$ cat config.mk
export PLATFORM = sky130hd
export DESIGN_NAME = video
export DESIGN_NICKNAME = d
export VERILOG_FILES = /design/src/logic/video_pkg.sv /design/src/logic/video_regs.sv /design/src/logic/video_timing.sv /design/src/logic/bg_fetch.sv /design/src/logic/pixel_out.sv /design/src/logic/video.sv
export SDC_FILE = /design/constraint.sdc
export NUM_CORES = 1
export LEC_CHECK = 0
export BUFFER_PORTS_ARGS = -buffer_cell sky130_fd_sc_hd__buf_2
export CELL_PAD_IN_SITES_DETAIL_PLACEMENT = 0
export CELL_PAD_IN_SITES_GLOBAL_PLACEMENT = 2
export CORE_MARGIN = 10
export CORE_UTILIZATION = 30
export CTS_BUF_LIST = sky130_fd_sc_hd__clkbuf_4
export DETAILED_ROUTE_END_ITERATION = 8
export PLACE_DENSITY_LB_ADDON = 0.1
export SLEW_MARGIN = 10
export SYNTH_ARGS = -nofsm -noshare
export SYNTH_HDL_FRONTEND = slang
export SYNTH_SLANG_ARGS = --single-unit
$ cat constraint.sdc
create_clock -name clk_reg -period 3.6 [get_ports clk_reg]
set_clock_uncertainty 0.2 [all_clocks]
set_input_delay 0.54 -clock clk_reg [delete_from_list [all_inputs] [get_ports clk_reg]]
set_output_delay 0.54 -clock clk_reg [all_outputs]
set_load 0.01 [all_outputs]
$ cat src/logic/video_pkg.sv
// Video shared definitions
`default_nettype none

package video_pkg;

	// ----------------------------------------
	// line and frame timing, in clk_reg cycles
	// ----------------------------------------
	localparam int LINE_CYCLES   = 456;
	localparam int FRAME_LINES   = 154;
	localparam int VISIBLE_LINES = 144;
	localparam int OAM_CYCLES    = 80;
	localparam int DRAW_CYCLES   = 172;
	// output window start, after the last tile fetch
	localparam int OUT_START     = 250;
	localparam int LINE_PIXELS   = 160;

	// meaningful widths
	typedef logic [8:0]  hcnt_t;
	typedef logic [7:0]  line_t;
	typedef logic [12:0] vram_addr_t;
	typedef logic [7:0]  byte_t;
	// raw colour index or palette shade
	typedef logic [1:0]  shade_t;

	// ----------------------------------------
	// cpu register addresses
	// ----------------------------------------
	localparam byte_t ADDR_LCDC = 8'h40;
	localparam byte_t ADDR_STAT = 8'h41;
	localparam byte_t ADDR_SCY  = 8'h42;
	localparam byte_t ADDR_SCX  = 8'h43;
	localparam byte_t ADDR_LY   = 8'h44;
	localparam byte_t ADDR_LYC  = 8'h45;
	localparam byte_t ADDR_DMA  = 8'h46;
	localparam byte_t ADDR_BGP  = 8'h47;
	localparam byte_t ADDR_OBP0 = 8'h48;
	localparam byte_t ADDR_OBP1 = 8'h49;
	localparam byte_t ADDR_WY   = 8'h4A;
	localparam byte_t ADDR_WX   = 8'h4B;

	// stat mode field encoding
	typedef enum logic [1:0] {
		MODE_HBLANK = 2'd0,
		MODE_VBLANK = 2'd1,
		MODE_OAM    = 2'd2,
		MODE_DRAW   = 2'd3
	} lcd_mode_t;

	// register fields seen by timing, fetch and output
	typedef struct packed {
		logic  lcdc_on;
		logic  bg_map_sel;
		logic  tile_data_sel;
		logic  bg_ena;
		logic  stat_lyc_ie;
		logic  stat_oam_ie;
		logic  stat_vblank_ie;
		logic  stat_hblank_ie;
		byte_t scx;
		byte_t scy;
		byte_t lyc;
		byte_t bgp;
	} lcd_regs_t;

endpackage

`default_nettype wire

$ cat src/logic/video_regs.sv
// Video CPU register file
`timescale 1ns/1ps
`default_nettype none

module video_regs import video_pkg::*; (
	input  wire       clk_reg,
	input  wire       reset,
	input  wire       sel_reg,
	input  wire       wr,
	input  byte_t     addr,
	input  byte_t     di,
	input  line_t     ly,
	input  lcd_mode_t mode,
	input  wire       lyc_match,
	output lcd_regs_t regs,
	output byte_t     dout
);

	// full lcdc byte, all bits read back
	byte_t lcdc;
	// stat bits 6..3, the interrupt enables
	logic [3:0] stat_ie;
	byte_t scy;
	byte_t scx;
	byte_t lyc;
	byte_t bgp;
	// window position, stored for readback only
	byte_t wy;
	byte_t wx;

	logic wr_en;

	assign wr_en = sel_reg && wr;

	// ----------------------------------------
	// write decode
	// ----------------------------------------
	always_ff @(posedge clk_reg) begin
		if (reset) begin
			lcdc    <= 8'h00;
			stat_ie <= 4'h0;
			scy     <= 8'h00;
			scx     <= 8'h00;
			lyc     <= 8'h00;
			// dmg boot palette
			bgp     <= 8'hFC;
			wy      <= 8'h00;
			wx      <= 8'h00;
		end else if (wr_en) begin
			// ly is owned by the line counter, dma is gone
			case (addr)
				ADDR_LCDC: lcdc    <= di;
				ADDR_STAT: stat_ie <= di[6:3];
				ADDR_SCY:  scy     <= di;
				ADDR_SCX:  scx     <= di;
				ADDR_LYC:  lyc     <= di;
				ADDR_BGP:  bgp     <= di;
				ADDR_WY:   wy      <= di;
				ADDR_WX:   wx      <= di;
				default: ;
			endcase
		end
	end

	// bundle for the rest of the video block
	assign regs.lcdc_on        = lcdc[7];
	assign regs.tile_data_sel  = lcdc[4];
	assign regs.bg_map_sel     = lcdc[3];
	assign regs.bg_ena         = lcdc[0];
	assign regs.stat_lyc_ie    = stat_ie[3];
	assign regs.stat_oam_ie    = stat_ie[2];
	assign regs.stat_vblank_ie = stat_ie[1];
	assign regs.stat_hblank_ie = stat_ie[0];
	assign regs.scx            = scx;
	assign regs.scy            = scy;
	assign regs.lyc            = lyc;
	assign regs.bgp            = bgp;

	// ----------------------------------------
	// read mux, combinational from addr
	// ----------------------------------------
	always_comb begin
		case (addr)
			ADDR_LCDC: dout = lcdc;
			// bit 7 always reads as one
			ADDR_STAT: dout = {1'b1, stat_ie, lyc_match, mode};
			ADDR_SCY:  dout = scy;
			ADDR_SCX:  dout = scx;
			ADDR_LY:   dout = ly;
			ADDR_LYC:  dout = lyc;
			ADDR_BGP:  dout = bgp;
			ADDR_WY:   dout = wy;
			ADDR_WX:   dout = wx;
			// no dma and no sprite palettes in this block
			ADDR_DMA, ADDR_OBP0, ADDR_OBP1: dout = 8'hFF;
			default:   dout = 8'hFF;
		endcase
	end

endmodule

`default_nettype wire

$ cat src/logic/video_timing.sv
// Video line and frame timing
`timescale 1ns/1ps
`default_nettype none

module video_timing import video_pkg::*; (
	input  wire       clk_reg,
	input  wire       reset,
	input  lcd_regs_t regs,
	output hcnt_t     h_cnt,
	output line_t     ly,
	output lcd_mode_t mode,
	output logic      lyc_match,
	output logic      line_end,
	output logic      irq,
	output logic      vblank_irq
);

	localparam hcnt_t LAST_CYCLE = hcnt_t'(LINE_CYCLES - 1);
	localparam line_t LAST_LINE  = line_t'(FRAME_LINES - 1);
	// first cycle of hblank on a visible line
	localparam hcnt_t HBLANK_START = hcnt_t'(OAM_CYCLES + DRAW_CYCLES);

	logic visible;
	logic vblank_cond;
	logic line_start;
	logic irq_cond;

	// ----------------------------------------
	// line and frame counters
	// ----------------------------------------
	always_ff @(posedge clk_reg) begin
		if (reset || !regs.lcdc_on) begin
			// held at the top left while the display is off
			h_cnt <= '0;
			ly    <= '0;
		end else if (h_cnt == LAST_CYCLE) begin
			h_cnt <= '0;
			if (ly == LAST_LINE)
				ly <= '0;
			else
				ly <= ly + 8'd1;
		end else begin
			h_cnt <= h_cnt + 9'd1;
		end
	end

	assign visible   = (ly < line_t'(VISIBLE_LINES));
	assign line_end  = regs.lcdc_on && (h_cnt == LAST_CYCLE);
	// h_cnt also sits at 0 when off, so gate with lcdc_on
	assign line_start = regs.lcdc_on && (h_cnt == '0);
	assign lyc_match = (ly == regs.lyc);

	// mode straight from the counters
	always_comb begin
		if (!regs.lcdc_on)
			mode = MODE_HBLANK;
		else if (!visible)
			mode = MODE_VBLANK;
		else if (h_cnt < hcnt_t'(OAM_CYCLES))
			mode = MODE_OAM;
		else if (h_cnt < HBLANK_START)
			mode = MODE_DRAW;
		else
			mode = MODE_HBLANK;
	end

	// ----------------------------------------
	// interrupts
	// ----------------------------------------

	// last cycle of line 143
	assign vblank_cond = line_end && (ly == line_t'(VISIBLE_LINES - 1));

	// any enabled stat source
	assign irq_cond =
		(regs.stat_lyc_ie    && line_start && lyc_match) ||
		(regs.stat_oam_ie    && line_start && visible) ||
		(regs.stat_vblank_ie && vblank_cond) ||
		(regs.stat_hblank_ie && regs.lcdc_on && visible && (h_cnt == HBLANK_START));

	// one cycle after the condition, one cycle wide
	always_ff @(posedge clk_reg) begin
		if (reset) begin
			irq        <= 1'b0;
			vblank_irq <= 1'b0;
		end else begin
			irq        <= irq_cond;
			vblank_irq <= vblank_cond;
		end
	end

endmodule

`default_nettype wire

$ cat src/logic/bg_fetch.sv
// Background tile fetcher
`timescale 1ns/1ps
`default_nettype none

module bg_fetch import video_pkg::*; (
	input  wire        clk_reg,
	input  wire        reset,
	input  lcd_regs_t  regs,
	input  hcnt_t      h_cnt,
	input  line_t      ly,
	input  wire        line_end,
	input  byte_t      vram_data,
	output logic       vram_rd,
	output vram_addr_t vram_addr,
	output shade_t     pix,
	output logic       pix_valid
);

	// 21 groups of 8 cycles, from the end of oam search
	localparam int    FETCH_GROUPS = 21;
	localparam hcnt_t FETCH_END    = hcnt_t'(OAM_CYCLES + FETCH_GROUPS * 8);
	// pixels leave one group behind the fetch
	localparam hcnt_t STREAM_START = hcnt_t'(OAM_CYCLES + 8);
	localparam hcnt_t STREAM_END   = hcnt_t'(FETCH_END + 8);
	// scroll latch, just ahead of mode 3
	localparam hcnt_t LATCH_CYCLE  = hcnt_t'(OAM_CYCLES - 2);

	logic       fetch_win;
	logic       stream;
	logic [2:0] phase;

	// per-line state
	line_t      bg_line;
	logic [4:0] map_col;
	logic [2:0] skip_cnt;
	logic [7:0] pix_cnt;

	// fetched bytes and shifters
	byte_t tile_num;
	byte_t data_lo;
	byte_t data_hi;
	byte_t shift_lo;
	byte_t shift_hi;

	logic tile_a12;

	assign fetch_win = regs.lcdc_on && (ly < line_t'(VISIBLE_LINES)) &&
		(h_cnt >= hcnt_t'(OAM_CYCLES)) && (h_cnt < FETCH_END);
	assign stream = regs.lcdc_on && (ly < line_t'(VISIBLE_LINES)) &&
		(h_cnt >= STREAM_START) && (h_cnt < STREAM_END);
	// fetch starts on a multiple of 8
	assign phase = h_cnt[2:0];

	// ----------------------------------------
	// vram addressing
	// ----------------------------------------

	// 0/1 map, 2/3 low byte, 4/5 high byte, 6/7 idle
	assign vram_rd = fetch_win && (phase[2:1] != 2'b11);

	// signed tile numbers sit around 0x1000
	assign tile_a12 = !regs.tile_data_sel && !tile_num[7];

	always_comb begin
		case (phase[2:1])
			2'b01:   vram_addr = {tile_a12, tile_num, bg_line[2:0], 1'b0};
			2'b10:   vram_addr = {tile_a12, tile_num, bg_line[2:0], 1'b1};
			// map base 0x1800 or 0x1C00
			default: vram_addr = {2'b11, regs.bg_map_sel, bg_line[7:3], map_col};
		endcase
	end

	// ----------------------------------------
	// line setup and pixel count
	// ----------------------------------------
	always_ff @(posedge clk_reg) begin
		if (reset) begin
			bg_line  <= '0;
			map_col  <= '0;
			skip_cnt <= '0;
			pix_cnt  <= '0;
		end else begin
			if (h_cnt == LATCH_CYCLE) begin
				bg_line  <= ly + regs.scy;
				map_col  <= regs.scx[7:3];
				skip_cnt <= regs.scx[2:0];
			end else if (fetch_win && phase == 3'd7) begin
				// next tile, wraps within the 32-wide map
				map_col <= map_col + 5'd1;
			end
			// fine scroll drops the leading pixels
			if (stream && skip_cnt != 3'd0)
				skip_cnt <= skip_cnt - 3'd1;
			if (line_end || !regs.lcdc_on)
				pix_cnt <= '0;
			else if (pix_valid)
				pix_cnt <= pix_cnt + 8'd1;
		end
	end

	// ----------------------------------------
	// data capture and shift-out
	// ----------------------------------------
	always_ff @(posedge clk_reg) begin
		// data arrives the cycle after the read
		if (fetch_win) begin
			if (phase == 3'd1)
				tile_num <= vram_data;
			if (phase == 3'd3)
				data_lo <= vram_data;
			if (phase == 3'd5)
				data_hi <= vram_data;
		end
		if (fetch_win && phase == 3'd7) begin
			shift_lo <= data_lo;
			shift_hi <= data_hi;
		end else begin
			shift_lo <= {shift_lo[6:0], 1'b0};
			shift_hi <= {shift_hi[6:0], 1'b0};
		end
	end

	// leftmost pixel is the msb
	assign pix = {shift_hi[7], shift_lo[7]};
	assign pix_valid = stream && (skip_cnt == 3'd0) && (pix_cnt < 8'(LINE_PIXELS));

endmodule

`default_nettype wire

$ cat src/logic/pixel_out.sv
// Palette and line output
`timescale 1ns/1ps
`default_nettype none

module pixel_out import video_pkg::*; (
	input  wire       clk_reg,
	input  wire       reset,
	input  lcd_regs_t regs,
	input  hcnt_t     h_cnt,
	input  line_t     ly,
	input  wire       line_end,
	input  shade_t    pix,
	input  wire       pix_valid,
	output logic      lcd_on,
	output logic      lcd_clkena,
	output shade_t    lcd_data
);

	// registered outputs, so look one cycle ahead
	localparam hcnt_t RD_FIRST = hcnt_t'(OUT_START - 1);
	localparam hcnt_t RD_END   = hcnt_t'(OUT_START + LINE_PIXELS - 1);

	// one line of raw colour indices
	shade_t     line_buf [LINE_PIXELS];
	logic [7:0] wptr;
	logic [7:0] rptr;
	logic       rd_win;
	shade_t     raw;
	shade_t     shade;

	// ----------------------------------------
	// buffer write side
	// ----------------------------------------
	always_ff @(posedge clk_reg) begin
		if (reset || line_end)
			wptr <= '0;
		else if (pix_valid)
			wptr <= wptr + 8'd1;
	end

	always_ff @(posedge clk_reg) begin
		if (pix_valid)
			line_buf[wptr] <= pix;
	end

	// ----------------------------------------
	// read side and palette
	// ----------------------------------------
	assign rd_win = regs.lcdc_on && (ly < line_t'(VISIBLE_LINES)) &&
		(h_cnt >= RD_FIRST) && (h_cnt < RD_END);
	assign rptr = 8'(h_cnt - RD_FIRST);
	assign raw = line_buf[rptr];
	// bgp holds two bits per colour index, background off gives shade 0
	assign shade = regs.bg_ena ? regs.bgp[{raw, 1'b0} +: 2] : 2'd0;

	always_ff @(posedge clk_reg) begin
		if (reset)
			lcd_clkena <= 1'b0;
		else
			lcd_clkena <= rd_win;
	end

	always_ff @(posedge clk_reg) begin
		lcd_data <= shade;
	end

	assign lcd_on = regs.lcdc_on;

endmodule

`default_nettype wire

$ cat src/logic/video.sv
// Background video top level
`timescale 1ns/1ps
`default_nettype none

module video import video_pkg::*; (
	input  wire        clk_reg,
	input  wire        reset,
	// cpu register port
	input  wire        sel_reg,
	input  wire        wr,
	input  byte_t      addr,
	input  byte_t      di,
	output byte_t      dout,
	// vram port, data one cycle after the read
	output logic       vram_rd,
	output vram_addr_t vram_addr,
	input  byte_t      vram_data,
	// lcd side
	output logic       lcd_on,
	output logic       lcd_clkena,
	output shade_t     lcd_data,
	output logic       irq,
	output logic       vblank_irq,
	output lcd_mode_t  mode
);

	lcd_regs_t regs;
	hcnt_t     h_cnt;
	line_t     ly;
	logic      lyc_match;
	logic      line_end;
	shade_t    pix;
	logic      pix_valid;

	// ----------------------------------------
	// cpu registers and timing
	// ----------------------------------------
	video_regs u_regs (
		.clk_reg   (clk_reg),
		.reset     (reset),
		.sel_reg   (sel_reg),
		.wr        (wr),
		.addr      (addr),
		.di        (di),
		.ly        (ly),
		.mode      (mode),
		.lyc_match (lyc_match),
		.regs      (regs),
		.dout      (dout)
	);

	video_timing u_timing (
		.clk_reg    (clk_reg),
		.reset      (reset),
		.regs       (regs),
		.h_cnt      (h_cnt),
		.ly         (ly),
		.mode       (mode),
		.lyc_match  (lyc_match),
		.line_end   (line_end),
		.irq        (irq),
		.vblank_irq (vblank_irq)
	);

	// ----------------------------------------
	// pixel path
	// ----------------------------------------
	bg_fetch u_fetch (
		.clk_reg   (clk_reg),
		.reset     (reset),
		.regs      (regs),
		.h_cnt     (h_cnt),
		.ly        (ly),
		.line_end  (line_end),
		.vram_data (vram_data),
		.vram_rd   (vram_rd),
		.vram_addr (vram_addr),
		.pix       (pix),
		.pix_valid (pix_valid)
	);

	pixel_out u_out (
		.clk_reg    (clk_reg),
		.reset      (reset),
		.regs       (regs),
		.h_cnt      (h_cnt),
		.ly         (ly),
		.line_end   (line_end),
		.pix        (pix),
		.pix_valid  (pix_valid),
		.lcd_on     (lcd_on),
		.lcd_clkena (lcd_clkena),
		.lcd_data   (lcd_data)
	);

endmodule

`default_nettype wire

== After elaboration in Yosys (flattened, before gate mapping) ==
Memories as Yosys holds them, arrays and structs flattened.
Cells that the tools add are included.
Storage, ports and cells
  register bits after elaboration: 154
  memory bits (writable): 320
  bits of input ports: 28
  output and inout bits: 30
  memories: 1
Operators by class
  add/subtract/negate cells: 8
  order comparisons: 10
  equality and inequality tests: 22
  shift-type cells: 1
  muxes and demuxes: 15
  reductions and logical operators: 52
Memories
  u_out.line_buf: words 160, width 2, rd ports 1, clocked after Yosys merged registers in 0, wr ports 1, line pixel_out.sv:24  | shade_t line_buf [LINE_PIXELS];
Operators with widths (number)
  $eq A8 B7 Y1 const B: 9
  $pmux W8 S9: 1
  $pmux W13 S2: 1
  $logic_and A1 B1 Y1: 25
  $add A8 B1 Y8 const B: 3
  $mux W8: 3
  $reduce_and A2 Y1: 11
  $ge A9 B7 Y1 const B: 2
  $lt A9 B8 Y1 const B: 2
  $lt A9 B9 Y1 const B: 2
  $eq A8 B8 Y1 const B: 2
  $lt A8 B8 Y1 const B: 2
  $mux W5: 2
  $add A9 B1 Y9 const B: 1
  $eq A9 B7 Y1 const B: 1
  $eq A9 B8 Y1 const B: 1
  $eq A9 B9 Y1 const B: 1
  $ge A9 B8 Y1 const B: 1
  $logic_not A9 Y1: 1
  $lt A9 B7 Y1 const B: 1
  $add A8 B8 Y8: 1
  $eq A8 B8 Y1: 1
  $mux W2: 4
  $shiftx A8 B4 Y2: 1
  17 further kinds: 29

== Logic depth before layout (Yosys ltp) ==
  depth in word-level cells: 8
  depth in mapped cells: 18
  depth with buffers taken out: 11

== Modules after synthesis ==
From an unflattened synthesis, not the netlist that was laid out.
Unflattened totals
  cell total of the unflattened synthesis: 1611
  area, all modules: 21468.1 um^2
By module, submodules not included
  pixel_out: instances 1, cells each 859, area an instance 14164.8 um^2
  video_regs: instances 1, cells each 332, area an instance 3079.2 um^2
  bg_fetch: instances 1, cells each 283, area an instance 3045.4 um^2
  video_timing: instances 1, cells each 137, area an instance 1178.6 um^2

== Worst setup path after synthesis ==
No wires, ideal clock.
  path kind: reg2reg
  start point: reg u_timing.h_cnt[0]
  end point: reg u_out.lcd_data[0]
  library setup time: 0.095 ns
  data arrival time: 3.599 ns
  data required time: 3.305 ns
  path slack: -0.294 ns
  stages on the path, launching flop included: 16
  buffers on the path: 5
  cell sequence: dfxtp_1 -> buf_6 -> buf_6 -> buf_6 -> clkbuf_8 -> clkinv_1 -> ha_1 -> inv_1 -> buf_2 -> mux4_2 -> nand4_1 -> nand4_1 -> a311oi_2 -> a41oi_4 -> mux2i_1 -> a221oi_1
On the way
  longest elaborated chain between the ends: 3
Ends and longest elaborated chain
  start: declaration: line video_timing.sv:9  | output hcnt_t h_cnt,
  start signal: assignment: line video_timing.sv:43  | h_cnt <= h_cnt + 9'd1;
  $sub A8 B8 Y8: line pixel_out.sv:51  | assign rptr = 8'(h_cnt - RD_FIRST);
  named net u_out.rptr[0]: line pixel_out.sv:26  | logic [7:0] rptr;
  $mem_v2 Z160 W2
  $shiftx A8 B4 Y2: line pixel_out.sv:54  | assign shade = regs.bg_ena ? regs.bgp[{raw, 1'b0} +: 2] : 2'd0;
  end signal: assignment: line pixel_out.sv:64  | lcd_data <= shade;
  end: declaration: line pixel_out.sv:16  | output shade_t lcd_data
The timed path passes the listed nets, and every way through them passes these cells.
A chain may end at the register's enable or synchronous reset.

== Worst setup path in the final report ==
  start point: reg u_timing.h_cnt[4]
  end point: out dout[0]
On the way
  longest elaborated chain between the ends: 6
Ends and longest elaborated chain
  $lt A9 B8 Y1: line video_timing.sv:61  | else if (h_cnt < HBLANK_START)
  $mux W2: line video_timing.sv:61
  $mux W2 *: line video_timing.sv:59  | else if (h_cnt < hcnt_t'(OAM_CYCLES))
  $mux W2 *: line video_timing.sv:57  | else if (!visible)
  $mux W2 *: line video_timing.sv:55  | if (!regs.lcdc_on)
  $pmux W8 S9 *: line video_regs.sv:83  | case (addr)
  end: declaration: line video.sv:13  | output byte_t dout,
Mark *: on every way between the ends. The rest lies on a longest branch, timed or not.

==> qor.yml <==
outcome: "finished, violations left"
failed_checks: "negative setup slack"
switching_share_pct: 22.2
final_core_util_pct: 36.2
async_flop_share_pct: 0
period_needed_ns: 3.62
ys_warn_count: 0
finalSetupTns_ns: -0.0204
drt-initial-drc-count: 821
syn_inst: 1582
fmax_mhz: 276
p_seq_share_pct: 52.3
wl_met1_mm: 27.4
fin_crit_sh_pct: 101
pwr-share-comb_pct: 1.1
dr_wl_met3_mm: 2.40
wl_met2_mm: 32.9
critPathCaptureType: "output pin"
core_um2: 68800
start_util_pct: 30.4
synth.distinct_cells: 82
required_ns: 2.86
ir_drop_mv: 0.211
switchingPower_mw: 2.46
p_int_mw: 8.59
ctsHtreeMaxLevel: 4
grt_pass1_vias: 14500
slew_headroom_pct: 37.2
cp_max_fo: 4
place.gp.congestion: 0.783
cts.path.max_buffers: 3
synth_flop_cell: "edfxtp_1"
final_common_cell: "edfxtp_1"
fin_cells: 2849
postSynthRegisterBits: 474
synth_edf_count: 344
syn-cell-area_um2: 20900
ant_nets: 0
cts_buffers: 139
drcViolationCount: 0
p_leak_nw: 9.30
io_buffers: 57
grt.overflow.total: 0
syn_nets: 1639
tightest_slew_ns: 0.939
clkTransAtPathRegs_ns: 0.07
row_count: 96
num_vias: 13700
finalSetupViolCount: 1
ff2ff_path_depth: 12
track_usage_pct: 15.8
dp_hpwl_mm: 43.1
total_power_mw: 11.0
highest_layer: "met4"
final.fill_count: 6766
chipHeight_um: 284
critPathKind: "reg2out"
clkLatencyLatePin_ns: 0.98
ys_seq_area_share_pct: 61.9
cts_tree: "yes"
wirelength_mm: 64.2
mostFrequentLayoutCells: "edfxtp_1 (344), nor2_1 (263), clkbuf_4 (213)"
fin_nets: 1865
final_area_um2: 24900
dp.cells: 2563
cts-root-buf: "clkbuf_4"
clkSinkCount: 474
powerDensity_nw_per_um2: 444
drive_gt1_share_pct: 26.5
dieArea_um2: 80600
clkPwrFrac_pct: 46.6
hold_path_depth: 2
antenna_found_initial: 2
crit_arrival_ns: 2.88
hold_viol: 0
syn_to_final_growth_pct: 19.2
final_max_slew_viol_count: 0
worstSetupStartpointType: "flop"
first_pass_iters: 7
dpl_cell_area_um2: 22700
grt_pass1_wl_mm: 95.4
rsz0062_at_grt: "yes"
io_pins: 58
cap_violations: 0
min_path_type: "in2reg"
avgSynthCellArea_um2: 13.2
grt_start_max_net_pins: 85
die_w_um: 284
vias_per_cell: 4.80
fin_ws_ns: -0.0204
post_drt_wl_per_cell_um: 22.5
[cell usage after synthesis (11+ instances only)]
cell type	instances	share of area (%)
o21ai_0	33	0.79
edfxtp_1	344	49
nand2_1	136	2.4
nand4_1	23	0.69
buf_4	11	0.40
buf_2	13	0.31
clkbuf_1	51	0.92
nor2_1	265	4.8
mux4_2	55	5.9
nor3_1	12	0.29
and3_1	17	0.51
xor2_1	15	0.63
mux2_2	24	1.3
a21oi_1	55	1.3
mux4_1	26	3.3
ha_1	28	1.7
mux2i_1	66	3.2
nor2b_1	16	0.48
xnor2_1	25	1.0
nand3_1	42	1.0
inv_1	28	0.50
dfxtp_1	130	12
[cell families after synthesis]
family | after synthesis | synth area share (%)
AOI/OAI and AO/OA | 181 | 6.04
muxes | 171 | 13.7
xor gates and xnor gates | 41 | 1.75
buffers and inverters | 125 | 2.98
DFF | 474 | 61.9
and+or+nand+nor | 561 | 11.9
adders and majority gates | 29 | 1.77
[final timing paths]
kind | start | endpoint | slack (ns)
worst max-delay path | u_timing.h_cnt[4] | dout[0] | -0.02
worst min-delay path | vram_data[0] | u_fetch.data_hi[0] | 0.15
worst max register to register | u_timing.h_cnt[0] | u_out.lcd_data[1] | 0.21
worst min register to register | u_fetch.shift_hi[1] | u_fetch.shift_hi[2] | 0.25
[layout make-up]
cell class,instances,area (um^2),share of cell area (%)
diodes,8,20.0,0.0804
clock buffers,213,1600,6.42
clock inverters,30,183,0.734
inverters,30,118,0.472
multi-input cells,983,7450,29.9
flip-flops and latches,474,13000,52.0
well taps,931,1160,4.68
repair buffers,180,1410,5.65
[metal layers]
layer | up-vias | GRT usage, %
met1 | 6834 | 18.8
met5 | - | 0
li1 | 6460 | -
met2 | 287 | 27.5
met3 | 102 | 3.59
met4 | 0 | 6.05
[sequential cells by signal (all words and copies together) (netlist names), 3 cells and up]
signal / cells
u_fetch.bg_line: 8
u_fetch.data_hi: 8
u_fetch.data_lo: 8
u_fetch.map_col: 5
u_fetch.pix_cnt: 8
u_fetch.shift_hi: 8
u_fetch.shift_lo: 8
u_fetch.skip_cnt: 3
u_fetch.tile_num: 8
u_out.line_buf: 320
u_out.wptr: 8
u_regs.bgp: 8
u_regs.lcdc: 8
u_regs.lyc: 8
u_regs.scx: 8
u_regs.scy: 8
u_regs.stat_ie: 4
u_regs.wx: 8
u_regs.wy: 8
u_timing.h_cnt: 9
u_timing.ly: 8
[through the flow]
stage / hold slack [ns] / worst slack [ns]
6_report: 0.147 / -0.0204
5_1_grt: 0.0697 / -0.182
4_1_cts: 0.0514 / -0.191
3_5_place_dp: 0.240 / 0.223
3_3_place_gp: 0.240 / 0.152
2_1_floorplan: 0.230 / 0.0372
[critical path: stages (launching register included)]
cell and delay [ns]:
dfxtp_4 0.35, nand4_1 0.17, nor2_4 0.08, buf_6 0.12, a221o_1 0.38, a21boi_2 0.17
buf_4 0.15, a31oi_4 0.07, o211ai_1 0.26, buf_2 0.19
[repair_timing]
action / in CTS / in global routing
hold buffers: 23 / 0
buffers inserted: 12 / 1
pin swaps: 9 / 6
setup endpoints to repair: 5 / 6
resized for setup: 19 / 5
endpoints found under the hold margin: 101 / 0
[power groups by stage]
stage	Combinational (mW)	Sequential (mW)	Clock, mW
after CTS	0.128	5.78	5.37
after detailed placement	0.110	5.90	0
after floorplan	0.0514	5.90	0
after global placement	0.112	5.90	0
final	0.124	5.78	5.14
after global routing	0.135	5.77	5.71
Power figures use the tool's default switching activity.
